===== src/logic/soc_pkg.sv =====
// Shared memory map, bus widths and region selector for the SoC RTL.
// Modules pull these in with a wildcard import in their header.
`default_nettype none

package soc_pkg;

  ////////////////////////////////////////////////////////////////////////////
  // Bus widths
  ////////////////////////////////////////////////////////////////////////////

  localparam int unsigned ADDR_W     = 32;
  localparam int unsigned DATA_W     = 64;
  localparam int unsigned BE_W       = DATA_W / 8;
  localparam int unsigned APB_DATA_W = 32;

  ////////////////////////////////////////////////////////////////////////////
  // Memory map
  ////////////////////////////////////////////////////////////////////////////

  localparam logic [31:0] L2_BASE    = 32'h8000_0000;
  localparam logic [31:0] UART_BASE  = 32'hC000_0000;
  localparam logic [31:0] CTRL_BASE  = 32'hD000_0000;
  // Shared by the UART and control windows
  localparam logic [31:0] PERIPH_LEN = 32'h1000;

  typedef enum logic [1:0] {
    REGION_L2   = 2'd0,
    REGION_UART = 2'd1,
    REGION_CTRL = 2'd2,
    REGION_NONE = 2'd3
  } region_e;

  // Control register offsets within the control window
  localparam logic [11:0] CTRL_EXIT_OFS    = 12'h000;
  localparam logic [11:0] CTRL_CNT_EN_OFS  = 12'h008;
  localparam logic [11:0] CTRL_EVENT_OFS   = 12'h010;
  localparam logic [11:0] CTRL_L2_BASE_OFS = 12'h018;
  localparam logic [11:0] CTRL_L2_END_OFS  = 12'h020;

  // Replace the enabled bytes of a word
  function automatic logic [DATA_W-1:0] be_merge(
    input logic [DATA_W-1:0] old_word,
    input logic [DATA_W-1:0] new_word,
    input logic [BE_W-1:0]   be
  );
    logic [DATA_W-1:0] merged;
    merged = old_word;
    for (int i = 0; i < BE_W; i++) begin
      if (be[i]) begin
        merged[8*i +: 8] = new_word[8*i +: 8];
      end
    end
    return merged;
  endfunction

endpackage

`default_nettype wire


===== src/logic/soc_bus_decoder.sv =====
// Host-side address decoder. Steers each granted access to L2, the UART
// bridge or the control registers and returns one response per access,
// in acceptance order. Unmapped addresses are answered here with an error.
`default_nettype none

module soc_bus_decoder import soc_pkg::*; #(
  parameter int unsigned L2_WORDS = 1024
) (
  input  logic              clk_i,
  input  logic              rst_n_i,
  // Host port
  input  logic              req_i,
  input  logic              we_i,
  input  logic [ADDR_W-1:0] addr_i,
  input  logic [DATA_W-1:0] wdata_i,
  input  logic [BE_W-1:0]   be_i,
  output logic              gnt_o,
  output logic              rvalid_o,
  output logic [DATA_W-1:0] rdata_o,
  output logic              err_o,
  // Target requests
  output logic              l2_req_o,
  output logic              uart_req_o,
  output logic              ctrl_req_o,
  output logic              tgt_we_o,
  output logic [ADDR_W-1:0] tgt_addr_o,
  output logic [DATA_W-1:0] tgt_wdata_o,
  output logic [BE_W-1:0]   tgt_be_o,
  // Target responses
  input  logic              l2_rvalid_i,
  input  logic [DATA_W-1:0] l2_rdata_i,
  input  logic              uart_rvalid_i,
  input  logic [DATA_W-1:0] uart_rdata_i,
  input  logic              uart_err_i,
  input  logic              uart_ready_i,
  input  logic              ctrl_rvalid_i,
  input  logic [DATA_W-1:0] ctrl_rdata_i,
  input  logic              ctrl_err_i
);

  localparam logic [ADDR_W-1:0] L2_END = L2_BASE + ADDR_W'(L2_WORDS * 8);

  region_e           sel;
  region_e           pend_q;
  logic              busy_q;
  logic              pend_we_q;
  logic              resp_hit;
  logic [DATA_W-1:0] resp_rdata;
  logic              resp_err;
  logic              accept;

  always_comb begin
    if (addr_i >= L2_BASE && addr_i < L2_END) begin
      sel = REGION_L2;
    end else if (addr_i >= UART_BASE && addr_i < UART_BASE + PERIPH_LEN) begin
      sel = REGION_UART;
    end else if (addr_i >= CTRL_BASE && addr_i < CTRL_BASE + PERIPH_LEN) begin
      sel = REGION_CTRL;
    end else begin
      sel = REGION_NONE;
    end
  end

  // Response of the outstanding region
  always_comb begin
    resp_hit   = 1'b0;
    resp_rdata = '0;
    resp_err   = 1'b0;
    case (pend_q)
      REGION_L2: begin
        resp_hit   = l2_rvalid_i;
        resp_rdata = l2_rdata_i;
      end
      REGION_UART: begin
        resp_hit   = uart_rvalid_i;
        resp_rdata = uart_rdata_i;
        resp_err   = uart_err_i;
      end
      REGION_CTRL: begin
        resp_hit   = ctrl_rvalid_i;
        resp_rdata = ctrl_rdata_i;
        resp_err   = ctrl_err_i;
      end
      default: begin
        resp_hit = 1'b1;
        resp_err = 1'b1;
      end
    endcase
  end

  assign rvalid_o = busy_q && resp_hit;
  assign rdata_o  = pend_we_q ? '0 : resp_rdata;
  assign err_o    = resp_err;

  // Only the bridge can refuse a new access
  assign gnt_o  = (!busy_q || resp_hit) && (sel != REGION_UART || uart_ready_i);
  assign accept = req_i && gnt_o;

  assign l2_req_o    = accept && sel == REGION_L2;
  assign uart_req_o  = accept && sel == REGION_UART;
  assign ctrl_req_o  = accept && sel == REGION_CTRL;
  assign tgt_we_o    = we_i;
  assign tgt_addr_o  = addr_i;
  assign tgt_wdata_o = wdata_i;
  assign tgt_be_o    = be_i;

  always_ff @(posedge clk_i) begin
    if (!rst_n_i) begin
      busy_q    <= 1'b0;
      pend_q    <= REGION_NONE;
      pend_we_q <= 1'b0;
    end else if (accept) begin
      busy_q    <= 1'b1;
      pend_q    <= sel;
      pend_we_q <= we_i;
    end else if (rvalid_o) begin
      busy_q <= 1'b0;
    end
  end

endmodule

`default_nettype wire


===== config.mk =====
export PLATFORM = sky130hd
export DESIGN_NAME = soc_bus_decoder
export DESIGN_NICKNAME = d
export VERILOG_FILES = /design/src/logic/soc_pkg.sv /design/src/logic/soc_bus_decoder.sv
export SDC_FILE = /design/constraint.sdc
export NUM_CORES = 1
export LEC_CHECK = 0
export BUFFER_PORTS_ARGS = -buffer_cell sky130_fd_sc_hd__buf_2
export CAP_MARGIN = 5
export CORE_AREA = 5 5 185 187
export CTS_CLUSTER_SIZE = 40
export DETAILED_ROUTE_END_ITERATION = 8
export DIE_AREA = 0 0 190 192
export SLEW_MARGIN = 20
export SYNTH_ARGS = -nofsm -noshare
export SYNTH_HDL_FRONTEND = slang
export SYNTH_SLANG_ARGS = --single-unit

===== constraint.sdc =====
create_clock -name clk_i -period 1.6 [get_ports clk_i]
set_input_delay 0.08 -clock clk_i [delete_from_list [all_inputs] [get_ports clk_i]]
set_output_delay 0.08 -clock clk_i [all_outputs]
set_load 0.005 [all_outputs]

==> flow_metrics.py <==
metrics = {
    "placement": {
        "gp_congestion": 0.8272,
        "hpwl_mm": 12.59,
        "dpl.cell_count": 1073,
        "port_buffers": 312,
        "placed_area_mm2": 0.004121,
    },
    "critical_path": {
        "worst-setup-path-type": "flop to output port",
        "r2r_cells": 7,
        "slowest_stage": "or4bb_4",
        "critPathArrivalTime_ns": 1.63,
        "cp.required_ns": 1.52,
        "r2r_setup_slack_ns": -0.06,
        "startpoint_type": "flop",
        "r2r-start": "pend_q[0]",
        "crit_path_end_kind": "output port",
        "crit_fanout": 5,
        "critPathMaxStageDelay_ns": 0.55,
        "setup.worst_path.start": "pend_q[0]",
        "path_cells": "or4bb_4 > o311ai_4 > a31o_4 > nor3_2 > buf_2",
    },
    "synth": {
        "yosys_warnings": 0,
        "ys.flop_type": "dfxtp_1",
        "yosysUniqueCellTypes": 33,
        "synth_cells": 440,
        "avgSynthCellArea_um2": 6.222,
        "ys_ff_latch": 4,
        "synthArstFlopShare": 0,
        "synth_edf_count": 0,
        "synth_area_mm2": 0.002738,
        "ys_seq_area_frac": 0.02925,
        "synth.net_count": 746,
    },
    "cells_and_area": {
        "diodes": 0,
        "drive_gt1_frac": 0.5875,
        "finalInstanceArea_mm2": 0.004780,
        "nFillCells": 3701,
        "nNetsFinal": 964,
        "syn_to_final_growth_pct": 74.59,
        "instances_no_fill": 1099,
    },
    "sta": {
        "hold_viol_final": 0,
        "worst_slew_pin_slew_ns": 0.4124,
        "min_period_over_period": 1.069,
        "max_slew_margin": 0.7250,
        "fmax_ghz": 0.5845,
        "fin_crit_ns": 1.711,
        "rsz0062_at_grt": "true",
        "layout_setup_ws_ns": -0.1107,
        "maxSlewViolCount": 0,
        "fin_skew_ns": 0.003735,
        "setup_tns_ns": -1.344,
        "setup_viol": 46,
    },
    "routing": {
        "via_per_inst": 3.517,
        "ant_nets": 0,
        "dr.first_iter.drc_count": 95,
        "wirelength_mm": 17.87,
        "drc_errors": 0,
        "routedWlPerCell_um": 16.26,
        "drt-pass1-iter-count": 4,
        "vias": 3865,
    },
    "global_route": {
        "grt_util_all_layers": 0.07828,
        "grt_pass1_vias": 3818,
        "grt_overflow_total": 0,
        "grt_pass1_wl_mm": 22.00,
        "grt_max_degree": 67,
        "antenna_found_initial": 1,
    },
    "pwr": {
        "total_leakage_power_nw": 2.821,
        "powerDensity_mw_per_mm2": 206.6,
        "finalPower_mw": 0.9873,
        "ir_worst_vdd_uv": 363.1,
    },
    "die": {
        "coreArea_mm2": 0.03229,
        "die-width_um": 190,
        "die-area_mm2": 0.03648,
        "die_h_um": 192,
        "rows": 66,
        "start_util": 0.08479,
        "io_pins": 481,
    },
    "cts": {
        "cts_tree": "built",
        "cts_root_buffer": "clkbuf_16",
        "cts_buffers": 3,
        "clk_pin_slew_ns": 0.03,
        "cts_buffer_depth": 2,
        "clkSinkCount": 4,
        "htreeDepth": 1,
        "clk_latency_ns": 0.23,
    },
    "outcome": {
        "outcome": "finished with violations",
        "violations": "setup timing",
    },
    "worst_hold_path": {
        "holdPathStages": 2,
        "min-delay-start": "rst_n_i",
        "hold_path.class": "input pin to flop",
    },
    "flow_run": {
        "drv_cap": 0,
    },
}
-- final timing paths --
| path | endpoint |
|---|---|
| worst max-delay path | ctrl_req_o |
| worst max register to register | pend_we_q |
| worst min-delay path | pend_q[1] |
| worst min register to register | pend_we_q |
-- state kept, by name (all words and copies together), names as in the netlist --
register / flops
busy_q: 1
pend_we_q: 1
pend_q: 2
-- stage by stage --
| step | hold slack, ns | util | setup WS (ns) |
|---|---|---|---|
| after floorplan | 0.1392 | - | 0.02119 |
| after global placement | 0.1600 | 0.1276 | -0.08583 |
| after detailed placement | 0.1600 | 0.1276 | -0.1252 |
| after CTS | 0.08473 | 0.1400 | -0.09653 |
| after global routing | 0.09854 | 0.1480 | -0.1561 |
| final | 0.08784 | 0.1480 | -0.1107 |
-- power by group --
| part | internal (mW) | leakage [nW] | switching, mW |
|---|---|---|---|
| logic | 0.278 | 2.75 | 0.205 |
| clock network | 0.329 | 0.0382 | 0.0724 |
| registers | 0.102 | 0.0325 | 0.00132 |
-- final cells by class --
cell class / count / area [um2] / area share
flip-flops and latches: 4 / 86.33 / 0.01806
repair buffers: 348 / 2173 / 0.4547
inverters: 3 / 11.26 / 0.002356
multi-input cells: 298 / 1877 / 0.3927
well taps: 442 / 553.0 / 0.1157
clock buffers: 4 / 78.83 / 0.01649
-- per-layer routing --
layer	GRT usage	up-vias	share of wire	routed length, um
li1	-	1803	-	-
met3	0.02145	65	0.10	1863
met1	0.08219	1715	0.35	6309
met5	0	-	0.00073	13
met4	0.04702	2	0.057	1020
met2	0.1396	280	0.48	8666
-- worst max-delay path: cells and delay by family, from the launching register on --
| family | cells | cell delay [ns] |
|---|---|---|
| flip-flops | 1 | 0.36 |
| AND/OR/NAND/NOR | 2 | 0.60 |
| buffers and inverters | 1 | 0.13 |
| AO/OA/AOI/OAI | 2 | 0.30 |
-- timing repair --
action                                  CTS  global route
hold buffers                              0             0
gates cloned                              6             7
setup buffers                             3             6
pin swaps                                 4             3
gates resized for setup                  33            21
endpoints found under the setup margin   66            71
-- cell usage after synthesis, types with 2 or more instances --
cell type	number	area share
a21oi_1	65	0.12
a31oi_1	2	0.0046
buf_1	8	0.011
buf_2	9	0.016
buf_4	105	0.29
clkbuf_1	13	0.018
dfxtp_1	4	0.029
inv_1	3	0.0041
mux2i_1	64	0.23
nand2_1	3	0.0041
nand3_1	2	0.0037
nand4_1	2	0.0046
nor2_1	135	0.19
nor2b_1	3	0.0069
nor3_1	2	0.0037
nor4_1	2	0.0046
or4_4	2	0.0082
-- cell usage in the layout, fill, tap and decap left out, types with 3 or more instances in the layout --
cell type / instances
buf_2: 311
nor2_1: 135
mux2i_1: 58
a21oi_1: 55
buf_4: 12
a21oi_2: 10
clkbuf_16: 7
buf_16: 7
buf_12: 7
mux2i_2: 5
buf_8: 4
inv_1: 3
nand2_1: 3
buf_6: 3
-- logic make-up after synthesis --
kind of cell / synth area share
multiplexers: 0.2381
AO/OA/AOI/OAI: 0.1513
AND/OR/NAND/NOR: 0.2441
buffers and inverters: 0.3373
flip-flops: 0.02925
(Power assumes the default switching activity.)
