### config.mk
export PLATFORM = sky130hd
export DESIGN_NAME = soc_ctrl_regs
export DESIGN_NICKNAME = d
export VERILOG_FILES = /design/src/logic/soc_pkg.sv /design/src/logic/soc_ctrl_regs.sv
export SDC_FILE = /design/constraint.sdc
export NUM_CORES = 1
export LEC_CHECK = 0
export BUFFER_PORTS_ARGS = -buffer_cell sky130_fd_sc_hd__buf_4
export CAP_MARGIN = 20
export CELL_PAD_IN_SITES_DETAIL_PLACEMENT = 0
export CELL_PAD_IN_SITES_GLOBAL_PLACEMENT = 1
export CORE_MARGIN = 2
export CORE_UTILIZATION = 39
export CTS_CLUSTER_SIZE = 20
export DETAILED_ROUTE_END_ITERATION = 12
export PLACE_DENSITY_LB_ADDON = 0.15
export SLEW_MARGIN = 20
export SYNTH_ARGS = -nofsm -noshare
export SYNTH_HDL_FRONTEND = slang
export SYNTH_SLANG_ARGS = --single-unit
### constraint.sdc
create_clock -name clk_i -period 2.2 [get_ports clk_i]
set_input_delay 0.44 -clock clk_i [delete_from_list [all_inputs] [get_ports clk_i]]
set_output_delay 0.44 -clock clk_i [all_outputs]
set_load 0.03 [all_outputs]
### src/logic/soc_pkg.sv
// Shared memory map, bus widths and region selector for the SoC RTL.
// Modules pull these in with a wildcard import in their header.
`default_nettype none

package soc_pkg;

  ////////////////////////////////////////////////////////////////////////////
  // Bus widths
  ////////////////////////////////////////////////////////////////////////////

  localparam int unsigned ADDR_W     = 32;
  localparam int unsigned DATA_W     = 64;
  localparam int unsigned BE_W       = DATA_W / 8;
  localparam int unsigned APB_DATA_W = 32;

  ////////////////////////////////////////////////////////////////////////////
  // Memory map
  ////////////////////////////////////////////////////////////////////////////

  localparam logic [31:0] L2_BASE    = 32'h8000_0000;
  localparam logic [31:0] UART_BASE  = 32'hC000_0000;
  localparam logic [31:0] CTRL_BASE  = 32'hD000_0000;
  // Shared by the UART and control windows
  localparam logic [31:0] PERIPH_LEN = 32'h1000;

  typedef enum logic [1:0] {
    REGION_L2   = 2'd0,
    REGION_UART = 2'd1,
    REGION_CTRL = 2'd2,
    REGION_NONE = 2'd3
  } region_e;

  // Control register offsets within the control window
  localparam logic [11:0] CTRL_EXIT_OFS    = 12'h000;
  localparam logic [11:0] CTRL_CNT_EN_OFS  = 12'h008;
  localparam logic [11:0] CTRL_EVENT_OFS   = 12'h010;
  localparam logic [11:0] CTRL_L2_BASE_OFS = 12'h018;
  localparam logic [11:0] CTRL_L2_END_OFS  = 12'h020;

  // Replace the enabled bytes of a word
  function automatic logic [DATA_W-1:0] be_merge(
    input logic [DATA_W-1:0] old_word,
    input logic [DATA_W-1:0] new_word,
    input logic [BE_W-1:0]   be
  );
    logic [DATA_W-1:0] merged;
    merged = old_word;
    for (int i = 0; i < BE_W; i++) begin
      if (be[i]) begin
        merged[8*i +: 8] = new_word[8*i +: 8];
      end
    end
    return merged;
  endfunction

endpackage

`default_nettype wire

### src/logic/soc_ctrl_regs.sv
// SoC control and status registers: exit code, counter enable and event
// trigger are writable; the L2 base and end addresses are read-only.
// Every request is answered one cycle later.
`default_nettype none

module soc_ctrl_regs import soc_pkg::*; #(
  parameter int unsigned L2_WORDS = 1024
) (
  input  logic              clk_i,
  input  logic              rst_n_i,
  input  logic              req_i,
  input  logic              we_i,
  input  logic [ADDR_W-1:0] addr_i,
  input  logic [DATA_W-1:0] wdata_i,
  input  logic [BE_W-1:0]   be_i,
  output logic              rvalid_o,
  output logic [DATA_W-1:0] rdata_o,
  output logic              err_o,
  output logic [63:0]       exit_o,
  output logic [63:0]       hw_cnt_en_o,
  output logic [63:0]       event_trigger_o
);

  localparam logic [DATA_W-1:0] L2_END = DATA_W'(L2_BASE) + DATA_W'(L2_WORDS) * 8;

  logic [11:0]       ofs;
  logic [DATA_W-1:0] exit_q;
  logic [DATA_W-1:0] cnt_en_q;
  logic [DATA_W-1:0] event_q;
  logic [DATA_W-1:0] rd_word;
  logic              bad;
  logic              rvalid_q;
  logic [DATA_W-1:0] rdata_q;
  logic              err_q;

  assign ofs = addr_i[11:0];

  always_comb begin
    rd_word = '0;
    bad     = 1'b0;
    case (ofs)
      CTRL_EXIT_OFS:   rd_word = exit_q;
      CTRL_CNT_EN_OFS: rd_word = cnt_en_q;
      CTRL_EVENT_OFS:  rd_word = event_q;
      CTRL_L2_BASE_OFS: begin
        rd_word = DATA_W'(L2_BASE);
        bad     = we_i;
      end
      CTRL_L2_END_OFS: begin
        rd_word = L2_END;
        bad     = we_i;
      end
      default: bad = 1'b1;
    endcase
  end

  always_ff @(posedge clk_i) begin
    if (!rst_n_i) begin
      exit_q   <= '0;
      cnt_en_q <= '0;
      event_q  <= '0;
      rvalid_q <= 1'b0;
    end else begin
      rvalid_q <= req_i;
      if (req_i && we_i) begin
        case (ofs)
          CTRL_EXIT_OFS:   exit_q   <= be_merge(exit_q, wdata_i, be_i);
          CTRL_CNT_EN_OFS: cnt_en_q <= be_merge(cnt_en_q, wdata_i, be_i);
          CTRL_EVENT_OFS:  event_q  <= be_merge(event_q, wdata_i, be_i);
          default:         ;
        endcase
      end
    end
  end

  always_ff @(posedge clk_i) begin
    if (req_i) begin
      rdata_q <= rd_word;
      err_q   <= bad;
    end
  end

  assign rvalid_o        = rvalid_q;
  assign rdata_o         = rdata_q;
  assign err_o           = err_q;
  assign exit_o          = exit_q;
  assign hw_cnt_en_o     = cnt_en_q;
  assign event_trigger_o = event_q;

endmodule

`default_nettype wire

==> results of run 1 <==
-- power by group through the flow --
stage	logic [mW]	registers [mW]	clock network (mW)
6_report	0.645	4.91	4.52
5_1_grt	0.694	4.91	4.82
4_1_cts	0.652	4.91	4.64
3_5_place_dp	0.651	5.01	0
3_3_place_gp	0.649	5.01	0
2_1_floorplan	0.235	5.11	0
-- registers in the layout (all words and copies together) (netlist names) --
| signal | cells |
|---|---|
| exit_o | 64 |
| rvalid_o | 1 |
| rdata_o | 64 |
| err_o | 1 |
| hw_cnt_en_o | 64 |
| event_trigger_o | 64 |
-- cell usage after synthesis, types with 4 or more instances --
library cell | instances | share of area (%)
sky130_fd_sc_hd__and4_1 | 8 | 0.64
sky130_fd_sc_hd__buf_2 | 29 | 1.3
sky130_fd_sc_hd__buf_4 | 8 | 0.55
sky130_fd_sc_hd__clkbuf_1 | 34 | 1.2
sky130_fd_sc_hd__dfxtp_1 | 193 | 35
sky130_fd_sc_hd__edfxtp_1 | 65 | 18
sky130_fd_sc_hd__mux2i_1 | 254 | 23
sky130_fd_sc_hd__nand2_1 | 256 | 8.8
sky130_fd_sc_hd__nand4_2 | 17 | 1.9
sky130_fd_sc_hd__nor2_1 | 4 | 0.14
sky130_fd_sc_hd__nor4b_1 | 6 | 0.48
sky130_fd_sc_hd__nor4bb_1 | 16 | 1.5
sky130_fd_sc_hd__o2bb2ai_1 | 62 | 5.0
-- kinds of logic after synthesis --
group,count (synthesis)
buf+inv,73
simple gates,322
mux,254
flops,258
compound gates,71
-- path summary, 6_finish.rpt --
| kind | start | endpoint | slack [ns] |
|---|---|---|---|
| setup / recovery | rdata_o[26]$_DFFE_PP_ | rdata_o[26] | 0.63 |
| hold / removal | wdata_i[53] | event_trigger_o[53]$_SDFFE_PN0P_ | 0.21 |
| setup reg to reg | exit_o[31]$_SDFFE_PN0P_ | rdata_o[31]$_DFFE_PP_ | 1.05 |
| hold reg to reg | hw_cnt_en_o[35]$_SDFFE_PN0P_ | hw_cnt_en_o[35]$_SDFFE_PN0P_ | 0.47 |
-- area by class of cell --
cell class | instances | area [um2] | area share [%]
tap | 378 | 473 | 3.15
clock inverter | 7 | 33.8 | 0.225
antenna | 3 | 7.51 | 0.0500
timing repair buffer | 384 | 3050 | 20.3
multi-input combinational | 647 | 4770 | 31.8
clock buffer | 45 | 857 | 5.71
sequential | 258 | 5820 | 38.7
-- metal layers --
metal / part of all wire (%) / wire length, um / track usage, % / up-vias
met3: 8.6 / 2800 / 6.60 / 49
met4: 2.3 / 752 / 6.37 / 0
li1: - / - / - / 4188
met5: 0 / 0 / 0 / -
met1: 42 / 13600 / 26.6 / 4154
met2: 47 / 15300 / 35.4 / 270
-- stage by stage --
step	hold slack (ns)	worst slack, ns
after global placement	0.459	0.112
after global routing	0.204	0.529
after floorplan	0.552	0.506
after CTS	0.189	0.610
final	0.207	0.633
after detailed placement	0.467	0.122
==> metrics.json, run 1 <==
{
  "slew_headroom_pct": 68.4,
  "ctsLongestPathBuffers": 3,
  "drive_above_1_share_pct": 33.5,
  "drt_first_pass_iters": 5,
  "p_total_mw": 10.1,
  "hold_class": "in2reg",
  "antenna_violations_before_repair": 3,
  "detail_route.wirelength_mm": 32.4,
  "start_util_pct": 39.4,
  "clock_network_fraction_of_total_power_pct": 44.8,
  "grt.overflow.total": 0,
  "synth-compound-area-share_pct": 5.45,
  "sw_frac_of_total_pct": 22.5,
  "cts_tree": "yes",
  "drt.antenna.violating_nets": 0,
  "layout.cells.most_common": "sky130_fd_sc_hd__buf_4",
  "fin_cells": 1722,
  "type_of_element_capturing_the_critical_path": "output port",
  "internal-power_mw": 7.80,
  "worstHoldPathCells": 3,
  "ys_seq_area_share_pct": 53.2,
  "placed_area_mm2": 0.0141,
  "crit_slowest_cell": "sky130_fd_sc_hd__edfxtp_1",
  "post_layout_instance_area_mm2": 0.0150,
  "worst_path_dominant_cell_family": "flip-flops",
  "finalHoldViolCount": 0,
  "dpl.hpwl_mm": 22.3,
  "detailroute.via_count": 8661,
  "synth.yosys.warnings": 0,
  "fillerInstances": 2482,
  "p_seq_share_pct": 48.8,
  "final.setup_skew_ns": 0.00801,
  "critical_path.cell_chain": "buf_4",
  "area_growth_pct": 37.3,
  "mappedNetlistNets": 1086,
  "vdd.ir_drop.worst_v": 0.000384,
  "criticalPathCategory": "reg2out",
  "achievable-frequency_ghz": 0.638,
  "post_cts.repair.setup_buffers": 0,
  "period_needed_ns": 1.57,
  "placement_rows": 61,
  "setup_repair_after_global_routing_missed_its_margin": "false",
  "final.setup.tns_ns": 0,
  "critical_path_cell_count": 1,
  "clk_pin_slew_worst_paths_ns": 0.06,
  "max_slew.worst_pin.slew_ns": 0.474,
  "post_synth_and_or_nand_nor_area_fraction_pct": 14.8,
  "final_max_slew_viol_count": 0,
  "dp.cells": 1667,
  "die-width_um": 171,
  "core_ar_mm2": 0.0277,
  "numPortBuffers": 345,
  "track_usage_pct": 21.3,
  "synth_xor_xnor_area_share_pct": 0,
  "finalWeightedCongestion": 0.742,
  "design.final.nets": 1428,
  "combPwrFrac_pct": 6.4,
  "ys_ff_latch": 258,
  "worstPathMaxFanout": 1,
  "delay_of_the_slowest_cell_on_the_worst_path_ns": 0.41,
  "cp.buffers_inverters": 1,
  "fin_util_pct": 54.2,
  "wl_per_cell_um": 18.8,
  "ctsResizeCount": 0,
  "io_pins": 366,
  "p_leak_nw": 7.05,
  "status": "finished, final reports clean",
  "timing.final.setup_violations": 0,
  "die_h_um": 171,
  "cts_hold_buffers": 0,
  "yosys.cell_types.count": 30,
  "first_global_vias": 8517,
  "combinational_family_with_the_most_area_after_synthesis": "multiplexers",
  "start_kind": "flip-flop",
  "most_common_flop_cell_mapped_by_yosys": "sky130_fd_sc_hd__dfxtp_1",
  "initialDrtViolationCount": 467,
  "htree_levels": 1,
  "viasPerCell": 5.03,
  "summed_instance_area_of_the_synthesized_netlist_mm2": 0.0109,
  "synthArstFlopShare_pct": 0,
  "number_of_maximum_capacitance_violations": 0,
  "switchingPower_mw": 2.27,
  "muxShareOfSynthArea_pct": 23.3,
  "syn_avg_cell_area_um2": 11.2,
  "number_of_buffers_created_by_cts": 29,
  "drc": 0,
  "insertion_delay_ns": 0.53,
  "synth_edf_count": 65,
  "timing.reg2reg.worst_path_depth": 3,
  "grt_first_pass_wirelength_mm": 48.9,
  "critical_path_required_ns": 1.76,
  "cp.arrival_ns": 1.13,
  "power_density_mw_per_mm2": 671,
  "final.period_utilization_pct": 71.2,
  "synthCells": 978,
  "cts.sink_count": 258,
  "grt_max_degree": 76,
  "clockRootBuffer": "sky130_fd_sc_hd__clkbuf_16",
  "synthAdderAreaFrac_pct": 0,
  "floorplan.die_area_mm2": 0.0294,
  "layout.cells.most_common_list": "sky130_fd_sc_hd__buf_4, sky130_fd_sc_hd__nand2_1, sky130_fd_sc_hd__mux2i_1"
}
Note: power is estimated with default switching activity, not from simulation.
==> inputs of run 2 (changes only) <==
==> constraint.sdc (replaced) <==
create_clock -name clk_i -period 1.5 [get_ports clk_i]
set_input_delay 0.3 -clock clk_i [delete_from_list [all_inputs] [get_ports clk_i]]
set_output_delay 0.3 -clock clk_i [all_outputs]
set_load 0.03 [all_outputs]
==> run 2 against run 1 <==
Largest power group unchanged. Routed wire length up 0.15%. Final area up 3.3%. Clock skew up 0.016 ns. Combinational power up 51%. Sequential share of layout area down 1.2 points. Via count up 0.45%. Critical endpoint is now exit_o[5]. Highest routed layer is now met5. Clock-buffer cell count down 2.
==> metrics.json, run 2 (synthesis results as in run 1) <==
{
  "crit_slowest_cell": "sky130_fd_sc_hd__dfxtp_1",
  "numPortBuffers": 345,
  "grt.overflow.total": 0,
  "final.setup_skew_ns": 0.0240,
  "achievable-frequency_ghz": 0.697,
  "start_kind": "flip-flop",
  "grt_max_degree": 91,
  "finalWeightedCongestion": 0.759,
  "post_layout_instance_area_mm2": 0.0155,
  "count_of_antenna_diodes_in_the_layout": 0,
  "crit_path_end": "exit_o[5]",
  "timing.reg2reg.worst_path_depth": 3,
  "setup_repair_after_global_routing_missed_its_margin": "false",
  "cp.buffers_inverters": 1,
  "initialDrtViolationCount": 575,
  "max_slew.worst_pin.slew_ns": 0.455,
  "placed_area_mm2": 0.0146,
  "worst_path_dominant_cell_family": "flip-flops",
  "cts.sink_count": 258,
  "final_max_slew_viol_count": 0,
  "delay_of_the_slowest_cell_on_the_worst_path_ns": 0.41,
  "insertion_delay_ns": 0.55,
  "ctsResizeCount": 0,
  "drt.antenna.violating_nets": 0,
  "final.hold.worst_slack_ns": 0.0505,
  "hold_class": "in2reg",
  "design.final.nets": 1450,
  "fin_cells": 1742,
  "post_cts.repair.setup_buffers": 0,
  "slew_headroom_pct": 69.7,
  "ctsLongestPathBuffers": 3,
  "critical_path_cell_count": 1,
  "layout.cells.most_common": "sky130_fd_sc_hd__buf_4",
  "first_global_vias": 8603,
  "critical_path_required_ns": 1.20,
  "viasPerCell": 4.99,
  "dpl.hpwl_mm": 22.8,
  "finalHoldViolCount": 0,
  "cts_hold_buffers": 0,
  "type_of_element_capturing_the_critical_path": "output port",
  "drive_above_1_share_pct": 34.4,
  "p_leak_nw": 7.29,
  "detail_route.wirelength_mm": 32.5,
  "core_ar_mm2": 0.0277,
  "dp.cells": 1690,
  "layout.cells.most_common_list": "sky130_fd_sc_hd__buf_4, sky130_fd_sc_hd__nand2_1, sky130_fd_sc_hd__mux2i_1",
  "die-width_um": 171,
  "start_util_pct": 39.4,
  "wl_per_cell_um": 18.6,
  "p_total_mw": 15.2,
  "period_needed_ns": 1.44,
  "worst-r2r-setup-slack_ns": 0.36,
  "drt_first_pass_iters": 5,
  "vdd.ir_drop.worst_v": 0.000654,
  "r2r_end": "rdata_o[31]$_DFFE_PP_",
  "io_pins": 366,
  "area_growth_pct": 41.9,
  "detailroute.via_count": 8700,
  "power_density_mw_per_mm2": 977,
  "critical_path.cell_chain": "buf_4",
  "placement_rows": 61,
  "die_h_um": 171,
  "htree_levels": 1,
  "worstPathMaxFanout": 3,
  "status": "finished, final reports clean",
  "timing.final.setup_violations": 0,
  "criticalPathCategory": "reg2out",
  "antenna_violations_before_repair": 1,
  "number_of_maximum_capacitance_violations": 0,
  "clockRootBuffer": "sky130_fd_sc_hd__clkbuf_16",
  "track_usage_pct": 21.3,
  "cts_tree": "yes",
  "r2r_start": "exit_o[31]$_SDFFE_PN0P_",
  "final.period_utilization_pct": 95.7,
  "grt_first_pass_wirelength_mm": 49.0,
  "floorplan.die_area_mm2": 0.0294,
  "drc": 0,
  "cp-startpoint": "exit_o[5]$_SDFFE_PN0P_",
  "cp.arrival_ns": 1.14,
  "clk_pin_slew_worst_paths_ns": 0.06,
  "number_of_buffers_created_by_cts": 28
}
run 2: cell count changes in the layout (fill, tap and decap cells not counted):
| cell | before | now |
|---|---|---|
| sky130_fd_sc_hd__clkbuf_1 | 10 | 11 |
| sky130_fd_sc_hd__clkinv_2 | 6 | 2 |
| sky130_fd_sc_hd__diode_2 | 3 | 0 |
| sky130_fd_sc_hd__clkbuf_8 | 5 | 3 |
| sky130_fd_sc_hd__bufinv_16 | 0 | 3 |
| sky130_fd_sc_hd__clkinv_8 | 0 | 1 |
| sky130_fd_sc_hd__clkbuf_16 | 30 | 29 |
| sky130_fd_sc_hd__buf_12 | 13 | 36 |
| sky130_fd_sc_hd__clkinv_1 | 1 | 3 |
run 2: final cells by class:
cell class / instances / area, um2
flip-flops and latches: 258 / 5820
clock buffers: 43 / 808
well taps: 378 / 473
clock inverters: 9 / 128
repair buffers: 407 / 3510
fillers: 2484 / 12200
multi-input cells: 647 / 4770
run 2: report_power, final:
part / total [mW] / internal, mW / switching (mW)
sequential: 7.20 / 7.18 / 0.0195
clock: 6.97 / 4.21 / 2.76
combinational: 0.975 / 0.396 / 0.579
run 2: worst min-delay path by stage:
stage                                       start                      endpoint  slack, ns  depth (start not counted)
after floorplan                             req_i               err_o$_DFFE_PP_       0.41                          0
after global placement    exit_o[25]$_SDFFE_PN0P_       exit_o[25]$_SDFFE_PN0P_       0.46                          2
after detailed placement  exit_o[63]$_SDFFE_PN0P_       exit_o[63]$_SDFFE_PN0P_       0.46                          2
after CTS                                 rst_n_i  hw_cnt_en_o[25]$_SDFFE_PN0P_       0.03                          3
after global routing                  wdata_i[48]       exit_o[48]$_SDFFE_PN0P_       0.04                          3
final                                 wdata_i[38]       exit_o[38]$_SDFFE_PN0P_       0.05                          3
run 2: per-stage QoR:
stage	setup slack, ns	setup TNS [ns]	utilization (%)
2_1_floorplan	-0.0208	-1.80	-
3_3_place_gp	-0.319	-56.83	52.6
3_5_place_dp	-0.341	-60.03	52.6
4_1_cts	0.0318	0	56.0
5_1_grt	0.00331	0	56.0
6_report	0.0645	0	56.0
run 2: per-layer routing:
metal  routed length [um]  track usage (%)
met5                   13                0
met4                  653             5.82
met1                13600             26.6
met2                15700             36.1
met3                 2540             5.91
