[src/logic/soc_pkg.sv]
// Shared memory map, bus widths and region selector for the SoC RTL.
// Modules pull these in with a wildcard import in their header.
`default_nettype none

package soc_pkg;

  ////////////////////////////////////////////////////////////////////////////
  // Bus widths
  ////////////////////////////////////////////////////////////////////////////

  localparam int unsigned ADDR_W     = 32;
  localparam int unsigned DATA_W     = 64;
  localparam int unsigned BE_W       = DATA_W / 8;
  localparam int unsigned APB_DATA_W = 32;

  ////////////////////////////////////////////////////////////////////////////
  // Memory map
  ////////////////////////////////////////////////////////////////////////////

  localparam logic [31:0] L2_BASE    = 32'h8000_0000;
  localparam logic [31:0] UART_BASE  = 32'hC000_0000;
  localparam logic [31:0] CTRL_BASE  = 32'hD000_0000;
  // Shared by the UART and control windows
  localparam logic [31:0] PERIPH_LEN = 32'h1000;

  typedef enum logic [1:0] {
    REGION_L2   = 2'd0,
    REGION_UART = 2'd1,
    REGION_CTRL = 2'd2,
    REGION_NONE = 2'd3
  } region_e;

  // Control register offsets within the control window
  localparam logic [11:0] CTRL_EXIT_OFS    = 12'h000;
  localparam logic [11:0] CTRL_CNT_EN_OFS  = 12'h008;
  localparam logic [11:0] CTRL_EVENT_OFS   = 12'h010;
  localparam logic [11:0] CTRL_L2_BASE_OFS = 12'h018;
  localparam logic [11:0] CTRL_L2_END_OFS  = 12'h020;

  // Replace the enabled bytes of a word
  function automatic logic [DATA_W-1:0] be_merge(
    input logic [DATA_W-1:0] old_word,
    input logic [DATA_W-1:0] new_word,
    input logic [BE_W-1:0]   be
  );
    logic [DATA_W-1:0] merged;
    merged = old_word;
    for (int i = 0; i < BE_W; i++) begin
      if (be[i]) begin
        merged[8*i +: 8] = new_word[8*i +: 8];
      end
    end
    return merged;
  endfunction

endpackage

`default_nettype wire

[src/logic/uart_apb_bridge.sv]
// Converts one host access into one APB transfer towards the UART.
// Accepts a request only while idle; ready_o tells the decoder when.
// The 32-bit APB lane is picked by address bit 2.
`default_nettype none

module uart_apb_bridge import soc_pkg::*; (
  input  logic                  clk_i,
  input  logic                  rst_n_i,
  input  logic                  req_i,
  input  logic                  we_i,
  input  logic [ADDR_W-1:0]     addr_i,
  input  logic [DATA_W-1:0]     wdata_i,
  input  logic [BE_W-1:0]       be_i,
  output logic                  ready_o,
  output logic                  rvalid_o,
  output logic [DATA_W-1:0]     rdata_o,
  output logic                  err_o,
  // APB master
  output logic                  uart_psel_o,
  output logic                  uart_penable_o,
  output logic                  uart_pwrite_o,
  output logic [ADDR_W-1:0]     uart_paddr_o,
  output logic [APB_DATA_W-1:0] uart_pwdata_o,
  input  logic [APB_DATA_W-1:0] uart_prdata_i,
  input  logic                  uart_pready_i,
  input  logic                  uart_pslverr_i
);

  typedef enum logic [1:0] {
    ST_IDLE,
    ST_SETUP,
    ST_ACCESS
  } state_e;

  state_e                state_q;
  logic                  we_q;
  logic [ADDR_W-1:0]     addr_q;
  logic [APB_DATA_W-1:0] wdata_q;
  logic                  rvalid_q;
  logic [APB_DATA_W-1:0] rdata_q;
  logic                  err_q;
  logic                  done;

  assign done = state_q == ST_ACCESS && uart_pready_i;

  always_ff @(posedge clk_i) begin
    if (!rst_n_i) begin
      state_q  <= ST_IDLE;
      rvalid_q <= 1'b0;
    end else begin
      rvalid_q <= done;
      case (state_q)
        ST_IDLE: begin
          if (req_i) begin
            state_q <= ST_SETUP;
          end
        end
        ST_SETUP: state_q <= ST_ACCESS;
        ST_ACCESS: begin
          if (uart_pready_i) begin
            state_q <= ST_IDLE;
          end
        end
        default: state_q <= ST_IDLE;
      endcase
    end
  end

  // Request and response payload
  always_ff @(posedge clk_i) begin
    if (state_q == ST_IDLE && req_i) begin
      we_q    <= we_i;
      addr_q  <= addr_i;
      wdata_q <= addr_i[2] ? wdata_i[DATA_W-1:APB_DATA_W] : wdata_i[APB_DATA_W-1:0];
    end
    if (done) begin
      rdata_q <= uart_prdata_i;
      err_q   <= uart_pslverr_i;
    end
  end

  assign ready_o  = state_q == ST_IDLE;
  assign rvalid_o = rvalid_q;
  assign rdata_o  = {rdata_q, rdata_q};
  assign err_o    = err_q;

  assign uart_psel_o    = state_q != ST_IDLE;
  assign uart_penable_o = state_q == ST_ACCESS;
  assign uart_pwrite_o  = we_q;
  assign uart_paddr_o   = addr_q;
  assign uart_pwdata_o  = wdata_q;

endmodule

`default_nettype wire

[config.mk]
export PLATFORM = sky130hd
export DESIGN_NAME = uart_apb_bridge
export DESIGN_NICKNAME = d
export VERILOG_FILES = /design/src/logic/soc_pkg.sv /design/src/logic/uart_apb_bridge.sv
export SDC_FILE = /design/constraint.sdc
export NUM_CORES = 1
export LEC_CHECK = 0
export ABC_AREA = 1
export BUFFER_PORTS_ARGS = -buffer_cell sky130_fd_sc_hd__buf_2
export CORE_AREA = 2 2 107 109
export DETAILED_ROUTE_END_ITERATION = 16
export DIE_AREA = 0 0 109 111
export PLACE_DENSITY = 0.72
export SLEW_MARGIN = 30
export SYNTH_ARGS = -nofsm -noshare
export SYNTH_HDL_FRONTEND = slang
export SYNTH_SLANG_ARGS = --single-unit
[constraint.sdc]
create_clock -name clk_i -period 13.7 [get_ports clk_i]
set_input_delay 4.11 -clock clk_i [delete_from_list [all_inputs] [get_ports clk_i]]
set_output_delay 4.11 -clock clk_i [all_outputs]
set_load 0.05 [all_outputs]
==> impl_metrics.csv, run 1 <==
group,metric,value,unit
grt,grt_pass1_vias,2683,
grt,grt_max_degree,40,
sta,finalCriticalPeriod,5.535,ns
floorplan,rows,39,
logic_synthesis,synth-edff-count,98,
grt,grt.total_usage,14.59,%
cts,clk_pin_slew,0.08,ns
floorplan,die_y,111,µm
setup_path,criticalPathCategory,"input pin to flip-flop",
detailed_routing,dr.pass1.iters,4,
detailed_routing,drc,0,
setup_path,critPathSlowestCell,"nor2_4",
detailed_routing,wire_per_inst,13.90,µm
grt,grt_pass1_wl,13210,µm
min_path,hold_class,"flip-flop to flip-flop",
finish,syn_to_final_growth,38.07,%
grt,overflow,0,
setup_path,path_cells,"buf_2, inv_1, nor2_4, buf_4",
cts,clock_latency,0.34,ns
outcome,status,"completed",
logic_synthesis,postSynth.asyncResetShare,0,%
power_and_ir_drop,power_leakage,2.536,nW
setup_path,max_stage_delay,0.68,ns
logic_synthesis,syn_nets,395,
detailed_routing,wl,8939,µm
sta,tightestPinTransition,0.8677,ns
cts,post_cts_resized,0,
setup_path,arrival,5.52,ns
power_and_ir_drop,vdd_drop_max,0.00006938,V
sta,max_slew_margin,42.01,%
cts,htreeDepth,3,
sta,hold_violations,0,
logic_synthesis,synth_warnings,0,
floorplan,initial_utilization,35.42,%
floorplan,die_w,109,µm
power_and_ir_drop,power_density,137.2,nW/µm²
logic_synthesis,synth_area_per_cell,15.51,µm²
logic_synthesis,ys.flop_type,"edfxtp_1",
finish,fin_nets,637,
cts,postCtsSetupRepairBufs,0,
logic_synthesis,yosys-top-cells-count,"98 x edfxtp_1, 39 x inv_1, 32 x buf_4, 32 x nand2_1, 29 x o21ai_2",
sta,max_freq,180.7,MHz
grt,antenna_found_initial,0,
detailed_routing,vias,2740,
sta,hold_ws,0.5425,ns
cts,clockBufferDepth,2,
sta,min_period_over_period,40.40,%
setup_path,crit_path_end_kind,"flip-flop",
power_and_ir_drop,p_int,0.5211,mW
logic_synthesis,yosysUniqueCellTypes,13,
floorplan,io_pins,276,
finish,antenna_cells,0,
detailed_routing,drt_iter0_markers,105,
cts,postCtsHoldBufs,0,
logic_synthesis,yosys.area.top_type_share,75.00,%
sta,rsz0062_at_grt,"no",
logic_synthesis,yosysMostFrequentCell,"edfxtp_1",
cts,cts-buffers-inserted,9,
power_and_ir_drop,swShare,29.88,%
finish,drive_gt1_share,63.60,%
cts,cts_tree,"done",
sta,finalSetupViolCount,0,
floorplan,dieArea,12100,µm²
logic_synthesis,yosys_register_bits,101,
logic_synthesis,ys_seq_area_share,76.53,%
floorplan,core-area,11080,µm²
power_and_ir_drop,p_sw,0.2221,mW
sta,timing.setup.tns,0,ns
place,gp_congestion,0.7886,
cts,root_buffer,"clkbuf_16",
flow_run,max_cap_violations,0,
finish,fin_util,48.91,%
detailed_routing,ant_nets,0,
detailed_routing,drt-vias-per-instance,4.261,
logic_synthesis,yosysTopAreaCell,"edfxtp_1",
logic_synthesis,syn_area,3924,µm²
sta,report.final.slew_viol_count,0,
setup_path,path_buf_inv,3,
setup_path,worstPathRequired,13.68,ns
power_and_ir_drop,seqPwrFrac,49.4,%
sta,skew,0.01346,ns
power_and_ir_drop,comb_power_share,18.1,%
logic_synthesis,synth_cells,253,
place,hpwl,7166,µm
power_and_ir_drop,pwr-share-clk,32.5,%
setup_path,worst_path_dominant_cell_family,"buffers and inverters",
setup_path,cp_max_fo,35,
cts,cts_sinks,101,
setup_path,start_kind,"input pin",
logic_synthesis,yosys-top-cells-area,"edfxtp_1 75%, o21ai_2 6.5%, buf_4 6.1%",
place,port-buffer-count,267,
-- cell usage in the layout, fill, tap and decap left out, drive strengths merged --
master / n
nor3: 2
o21ai: 33
nand2: 34
edfxtp: 98
buf: 270
clkbuf: 10
dfxtp: 3
nor2: 5
clkinv: 4
inv: 41
-- cell families after synthesis --
logic type,Yosys count,synth area share [%]
compound gates,33,6.983
buf+inv,78,12.37
flops,101,76.53
simple gates,41,4.114
-- worst paths after layout --
kind	start	to	slack (ns)	depth (start not counted)
setup reg to reg	state_q[0]$_SDFFE_PN0P_	uart_paddr_o[17]$_DFFE_PP_	11.53	4
setup / recovery	req_i	uart_paddr_o[17]$_DFFE_PP_	8.16	4
hold / removal	state_q[1]$_SDFFE_PN0P_	rvalid_o$_SDFF_PN0_	0.54	2
hold reg to reg	state_q[1]$_SDFFE_PN0P_	rvalid_o$_SDFF_PN0_	0.54	2
-- worst reg2reg max path: stages, from the launching register on --
cell,delay (ns)
dfxtp_1,0.33
inv_1,0.08
nand2_1,0.13
nor2_4,0.69
buf_4,0.56
-- layout make-up --
class	count	area [µm²]
clock buffers	10	229.0
clock inverters	6	56.30
fillers	997	5659
inverters	39	146.4
multi-input cells	74	445.4
flip-flops and latches	101	3003
well taps	143	178.9
repair buffers	270	1359
-- power by group through the flow --
stage	clock network [mW]	registers, mW	logic, mW
after CTS	0.248	0.368	0.136
after global routing	0.261	0.369	0.143
after detailed placement	0	0.374	0.136
after global placement	0	0.373	0.134
after floorplan	0	0.436	0.0380
final	0.241	0.367	0.135
-- sequential cells by signal (all words and copies together), names as in the netlist --
| register | count |
|---|---|
| uart_pwdata_o | 32 |
| uart_pwrite_o | 1 |
| rdata_q | 32 |
| err_o | 1 |
| uart_paddr_o | 32 |
| rvalid_o | 1 |
| state_q | 2 |
-- metrics by stage --
stage               power [mW]  cells  worst slack, ns  cell area, µm²
finish                  0.7432    643            8.165            5418
global route            0.7725    643            8.017            5418
CTS                     0.7518    643            8.132            5418
detailed placement      0.5107    627            7.767            5132
global placement        0.5077    627            7.812            5132
floorplan               0.4737    253            6.351            3924
-- per-layer routing --
layer / vias up / wire length [µm] / track usage, %
li1: 1316 / - / -
met1: 1236 / 3106 / 14.90
met2: 171 / 4786 / 26.58
met3: 17 / 808 / 4.115
met4: 0 / 237 / 7.179
met5: - / 0 / 0
Power figures use the tool's default switching activity.
==> run 2, diff against run 1 <==
--- a/config.mk
+++ b/config.mk
@@ -7,10 +7,10 @@
 export LEC_CHECK = 0
 export ABC_AREA = 1
 export BUFFER_PORTS_ARGS = -buffer_cell sky130_fd_sc_hd__buf_2
-export CORE_AREA = 2 2 107 109
+export CORE_AREA = 2 2 106 108
 export DETAILED_ROUTE_END_ITERATION = 16
-export DIE_AREA = 0 0 109 111
-export PLACE_DENSITY = 0.72
+export DIE_AREA = 0 0 108 110
+export PLACE_DENSITY = 0.76
 export SLEW_MARGIN = 30
 export SYNTH_ARGS = -nofsm -noshare
 export SYNTH_HDL_FRONTEND = slang
==> constraint.sdc (replaced) <==
create_clock -name clk_i -period 5 [get_ports clk_i]
set_input_delay 1.5 -clock clk_i [delete_from_list [all_inputs] [get_ports clk_i]]
set_output_delay 1.5 -clock clk_i [all_outputs]
set_load 0.05 [all_outputs]
==> run 2 against run 1 <==
  * Clock-buffer cell count did not move
  * Clock skew fell by 0.0024 ns
  * Die area fell by 1.8%
  * Combinational power rose to 2.8 times the previous value
  * Utilization rose by 1.2 points
  * Register-to-register slack got worse by 8.4 ns
  * Largest power group unchanged
==> impl_metrics.csv, run 2 (synthesized netlist as in run 1, its figures left out) <==
group,metric,value,unit
outcome,status,"completed",
sta,max_freq,362.2,MHz
cts,root_buffer,"clkbuf_8",
detailed_routing,dr.pass1.iters,4,
place,place_ws,1.953,ns
min_path,hold_class,"flip-flop to flip-flop",
floorplan,die_y,110,µm
floorplan,die_w,108,µm
power_and_ir_drop,pwr-share-clk,29.2,%
place,post_dp_cell_area,5141,µm²
detailed_routing,ant_nets,0,
finish,antenna_cells,0,
floorplan,dieArea,11880,µm²
sta,min_period_over_period,55.22,%
detailed_routing,wl,9011,µm
floorplan,io_pins,276,
grt,grt_max_degree,39,
sta,tightestPinTransition,0.8838,ns
finish,layout_commonest_cell,"buf_2",
cts,cts-buffers-inserted,9,
power_and_ir_drop,seqPwrFrac,51.6,%
setup_path,path_cells,"inv_1, nand2_1, buf_2",
power_and_ir_drop,power,1.944,mW
detailed_routing,vias,2715,
power_and_ir_drop,swShare,29.55,%
place,port-buffer-count,267,
finish,drive_gt1_share,63.60,%
place,placed_cells,624,
setup_path,cp_max_fo,4,
cts,clockBufferDepth,2,
power_and_ir_drop,p_int,1.369,mW
place,gp_congestion,0.7530,
setup_path,path_buf_inv,2,
grt,grt_pass1_wl,12680,µm
cts,cts_sinks,101,
cts,clock_latency,0.35,ns
cts,postCtsSetupRepairBufs,0,
power_and_ir_drop,comb_power_share,19.1,%
finish,fin_area,5363,µm²
cts,htreeDepth,3,
finish,fin_cells,640,
cts,cts_tree,"done",
detailed_routing,drt-vias-per-instance,4.242,
setup_path,worst_path_dominant_cell_family,"flip-flops",
sta,finalCriticalPeriod,2.761,ns
flow_run,max_cap_violations,0,
cts,post_cts_resized,0,
sta,report.final.slew_viol_count,0,
cts,postCtsHoldBufs,0,
sta,timing.setup.tns,0,ns
detailed_routing,drt_iter0_markers,106,
setup_path,crit_path_end_kind,"output pin",
power_and_ir_drop,power_density,362.4,nW/µm²
setup_path,criticalPathCategory,"flip-flop to output pin",
grt,grt.total_usage,14.40,%
floorplan,rows,38,
grt,grt_pass1_vias,2630,
finish,final_cell_mix,"267 x buf_2, 98 x edfxtp_1, 39 x inv_1, 32 x nand2_1, 29 x o21ai_2",
detailed_routing,drc,0,
sta,hold_violations,0,
finish,syn_to_final_growth,36.67,%
power_and_ir_drop,power_leakage,2.507,nW
sta,skew,0.01108,ns
setup_path,max_stage_delay,0.37,ns
power_and_ir_drop,p_sw,0.5743,mW
power_and_ir_drop,vdd_drop_max,0.0001515,V
sta,timing.final.ws_setup,2.239,ns
sta,finalSetupViolCount,0,
grt,antenna_found_initial,1,
setup_path,arrival,1.26,ns
setup_path,start_kind,"flip-flop",
setup_path,worstPathRequired,3.50,ns
floorplan,initial_utilization,36.68,%
floorplan,core-area,10700,µm²
cts,clk_pin_slew,0.10,ns
grt,overflow,0,
place,hpwl,7239,µm
sta,max_slew_margin,40.94,%
finish,fin_nets,637,
setup_path,critPathSlowestCell,"dfxtp_1",
sta,rsz0062_at_grt,"no",
detailed_routing,wire_per_inst,14.08,µm
-- run 2: cell types whose count changed in the layout (fill, tap and decap cells not counted) --
cell / change
clkbuf_16: -9
clkbuf_8: +9
bufinv_16: +2
buf_12: +1
buf_4: -1
clkinv_2: -1
clkinv_4: -1
clkinv_8: -1
clkinvlp_4: +1
-- run 2: per-layer routing --
metal	track usage (%)	wire, µm	vias to the layer above
met3	5.467	772	12
li1	-	-	1313
met4	5.311	123	2
met5	0	12	-
met1	13.78	3029	1231
met2	27.85	5074	157
-- run 2: area by class of cell --
type / instances / area (µm²)
clock buffer: 10 / 127.6
multi-input combinational: 74 / 445.4
clock inverter: 6 / 93.84
tap: 140 / 175.2
timing repair buffer: 270 / 1371
fill: 954 / 5335
inverter: 39 / 146.4
sequential: 101 / 3003
-- run 2: path summary, 6_finish.rpt --
check	endpoint	slack (ns)	from	cells after the start
worst min register to register	rvalid_o$_SDFF_PN0_	0.56	state_q[1]$_SDFFE_PN0P_	2
worst max register to register	uart_paddr_o[24]$_DFFE_PP_	3.09	state_q[1]$_SDFFE_PN0P_	4
worst min-delay path	rvalid_o$_SDFF_PN0_	0.56	state_q[1]$_SDFFE_PN0P_	2
worst max-delay path	uart_psel_o	2.24	state_q[1]$_SDFFE_PN0P_	3
-- run 2: tightest hold or removal path: stages, from the launching register on --
cell and delay, ns:
dfxtp_1 0.34, nand2_1 0.12, nor3_1 0.06
-- run 2: power groups by stage --
| stage | logic [mW] | registers (mW) | clock network, mW |
|---|---|---|---|
| 3_5_place_dp | 0.376 | 1.02 | 0 |
| 6_report | 0.372 | 1.00 | 0.568 |
| 2_1_floorplan | 0.104 | 1.19 | 0 |
| 4_1_cts | 0.377 | 1.00 | 0.589 |
| 3_3_place_gp | 0.370 | 1.02 | 0 |
| 5_1_grt | 0.394 | 1.01 | 0.619 |
-- run 2: stage by stage --
| step | hold slack, ns | utilization (%) |
|---|---|---|
| 2_1_floorplan | 0.4747 | - |
| 5_1_grt | 0.5912 | 50.13 |
| 3_3_place_gp | 0.5017 | 48.06 |
| 3_5_place_dp | 0.5366 | 48.06 |
| 6_report | 0.5576 | 50.13 |
| 4_1_cts | 0.5572 | 50.13 |
==> run 3, diff against run 2 <==
==> constraint.sdc (replaced) <==
create_clock -name clk_i -period 2.35 [get_ports clk_i]
set_input_delay 0.705 -clock clk_i [delete_from_list [all_inputs] [get_ports clk_i]]
set_output_delay 0.705 -clock clk_i [all_outputs]
set_load 0.05 [all_outputs]
==> run 3 against run 2 <==
  * Sequential share of layout area about the same
  * Clock-buffer cell count grew 2
  * Die area unchanged
  * Cell area hardly changed
  * Non-clock buffer count increased by 2
  * Highest routed layer is now met4
  * Critical path type unchanged
  * First-iteration DRC count down 26%
  * Total power grew 110%
  * Critical endpoint unchanged
  * Utilization is essentially flat
==> impl_metrics.csv, run 3 (synthesized netlist as in run 1, its figures left out) <==
group,metric,value,unit
cts,clockBufferDepth,2,
sta,tightestPinTransition,0.5655,ns
floorplan,dieArea,11880,µm²
cts,cts-buffers-inserted,9,
sta,hold_ws,0.5147,ns
sta,min_period_over_period,82.37,%
place,place_ws,0.5174,ns
finish,ff_latch_area,3003,µm²
finish,fin_nets,639,
power_and_ir_drop,comb_power_share,19.6,%
power_and_ir_drop,power_leakage,2.507,nW
min_path,worstHoldPathCells,1,
floorplan,rows,38,
power_and_ir_drop,p_int,2.833,mW
detailed_routing,wire_per_inst,13.71,µm
detailed_routing,drt_iter0_markers,78,
sta,hold_violations,0,
setup_path,critPathSlowestCell,"dfxtp_1",
finish,final_cell_mix,"267 x buf_2, 98 x edfxtp_1, 39 x inv_1, 32 x nand2_1, 29 x o21ai_2",
sta,skew,0.01756,ns
grt,grt_pass1_wl,12300,µm
cts,root_buffer,"clkbuf_8",
grt,grt_pass1_vias,2632,
setup_path,cp_max_fo,4,
setup_path,r2r-end,"uart_pwdata_o[0]$_DFFE_PP_",
cts,htreeDepth,3,
detailed_routing,wl,8816,µm
cts,clk_pin_slew,0.10,ns
grt,grt.total_usage,14.09,%
floorplan,core-area,10700,µm²
floorplan,die_y,110,µm
cts,postCtsHoldBufs,0,
finish,num-fill-cells,943,
setup_path,r2r_cells,4,
power_and_ir_drop,vdd_drop_max,0.0003184,V
sta,timing.setup.tns,0,ns
sta,max_slew_margin,62.30,%
cts,cts_tree,"done",
detailed_routing,ant_nets,0,
finish,syn_to_final_growth,36.58,%
setup_path,reg2reg_from,"state_q[0]$_SDFFE_PN0P_",
power_and_ir_drop,seqPwrFrac,52.9,%
floorplan,initial_utilization,36.68,%
detailed_routing,vias,2727,
cts,cts_sinks,101,
min_path,hold_class,"input pin to flip-flop",
finish,fin_util,50.09,%
cts,clock_latency,0.36,ns
outcome,status,"completed",
setup_path,max_stage_delay,0.36,ns
power_and_ir_drop,pwr-share-clk,27.5,%
power_and_ir_drop,p_sw,1.206,mW
finish,multi_input_area,445.4,µm²
cts,post_cts_resized,0,
floorplan,io_pins,276,
sta,report.final.slew_viol_count,0,
flow_run,max_cap_violations,0,
min_path,min_to,"rdata_q[15]$_DFFE_PP_",
setup_path,arrival,1.23,ns
detailed_routing,dr.pass1.iters,4,
cts,postCtsSetupRepairBufs,0,
min_path,hold_start,"uart_prdata_i[15]",
grt,grt_max_degree,36,
detailed_routing,drt-vias-per-instance,4.241,
place,gp_congestion,0.7455,
sta,max_freq,516.6,MHz
setup_path,criticalPathCategory,"flip-flop to output pin",
finish,drive_gt1_share,63.55,%
sta,rsz0062_at_grt,"no",
setup_path,worstPathRequired,1.64,ns
power_and_ir_drop,power_density,753.8,nW/µm²
grt,antenna_found_initial,1,
setup_path,start_kind,"flip-flop",
place,hpwl,7130,µm
detailed_routing,drc,0,
place,port-buffer-count,267,
sta,finalSetupViolCount,0,
setup_path,path_cells,"inv_1, nand2_1, buf_2",
grt,overflow,0,
power_and_ir_drop,swShare,29.86,%
setup_path,crit_path_end_kind,"output pin",
sta,timing.final.ws_setup,0.4143,ns
setup_path,reg2reg_slack,0.94,ns
sta,finalCriticalPeriod,1.936,ns
floorplan,die_w,108,µm
finish,layout_commonest_cell,"buf_2",
## run 3: how the worst max path moves through the flow
stage	endpoint	depth (start not counted)	startpoint
detailed placement	uart_pwdata_o[4]$_DFFE_PP_	3	addr_i[2]
CTS	uart_psel_o	3	state_q[0]$_SDFFE_PN0P_
finish	uart_psel_o	3	state_q[0]$_SDFFE_PN0P_
global route	uart_psel_o	3	state_q[0]$_SDFFE_PN0P_
global placement	uart_pwdata_o[4]$_DFFE_PP_	3	addr_i[2]
floorplan	uart_paddr_o[0]$_DFFE_PP_	3	state_q[0]$_SDFFE_PN0P_
## run 3: area by class of cell
| cell class | count | area share (%) |
|---|---|---|
| Clock buffer | 12 | 2.708 |
| Inverter | 39 | 2.732 |
| Tap cell | 140 | 3.269 |
| Clock inverter | 4 | 1.027 |
| Multi-Input combinational cell | 74 | 8.312 |
| Sequential cell | 101 | 56.04 |
| Timing Repair Buffer | 272 | 25.87 |
| Antenna cell | 1 | 0.04670 |
## run 3: per-stage QoR
step / power (mW) / std cells / instance area [µm²]
global route: 4.200 / 643 / 5359
CTS: 4.083 / 642 / 5356
finish: 4.039 / 643 / 5359
floorplan: 2.758 / 253 / 3934
global placement: 2.963 / 626 / 5156
detailed placement: 2.984 / 626 / 5156
## run 3: power by group through the flow
stage	sequential (mW)	combinational, mW	clock [mW]
after floorplan	2.53	0.224	0
after global placement	2.17	0.789	0
after detailed placement	2.18	0.804	0
after CTS	2.14	0.804	1.14
after global routing	2.15	0.841	1.21
final	2.14	0.794	1.11
## run 3: critical path, delay by kind of cell (launching register included)
family | cells | cell delay [ns]
buffers and inverters | 2 | 0.36
flip-flops | 1 | 0.36
AND/OR/NAND/NOR | 1 | 0.16
## run 3: layer usage
layer	wire, µm	track usage [%]
met1	2954	13.32
met2	4917	27.13
met3	790	5.173
met4	154	6.136
met5	0	0
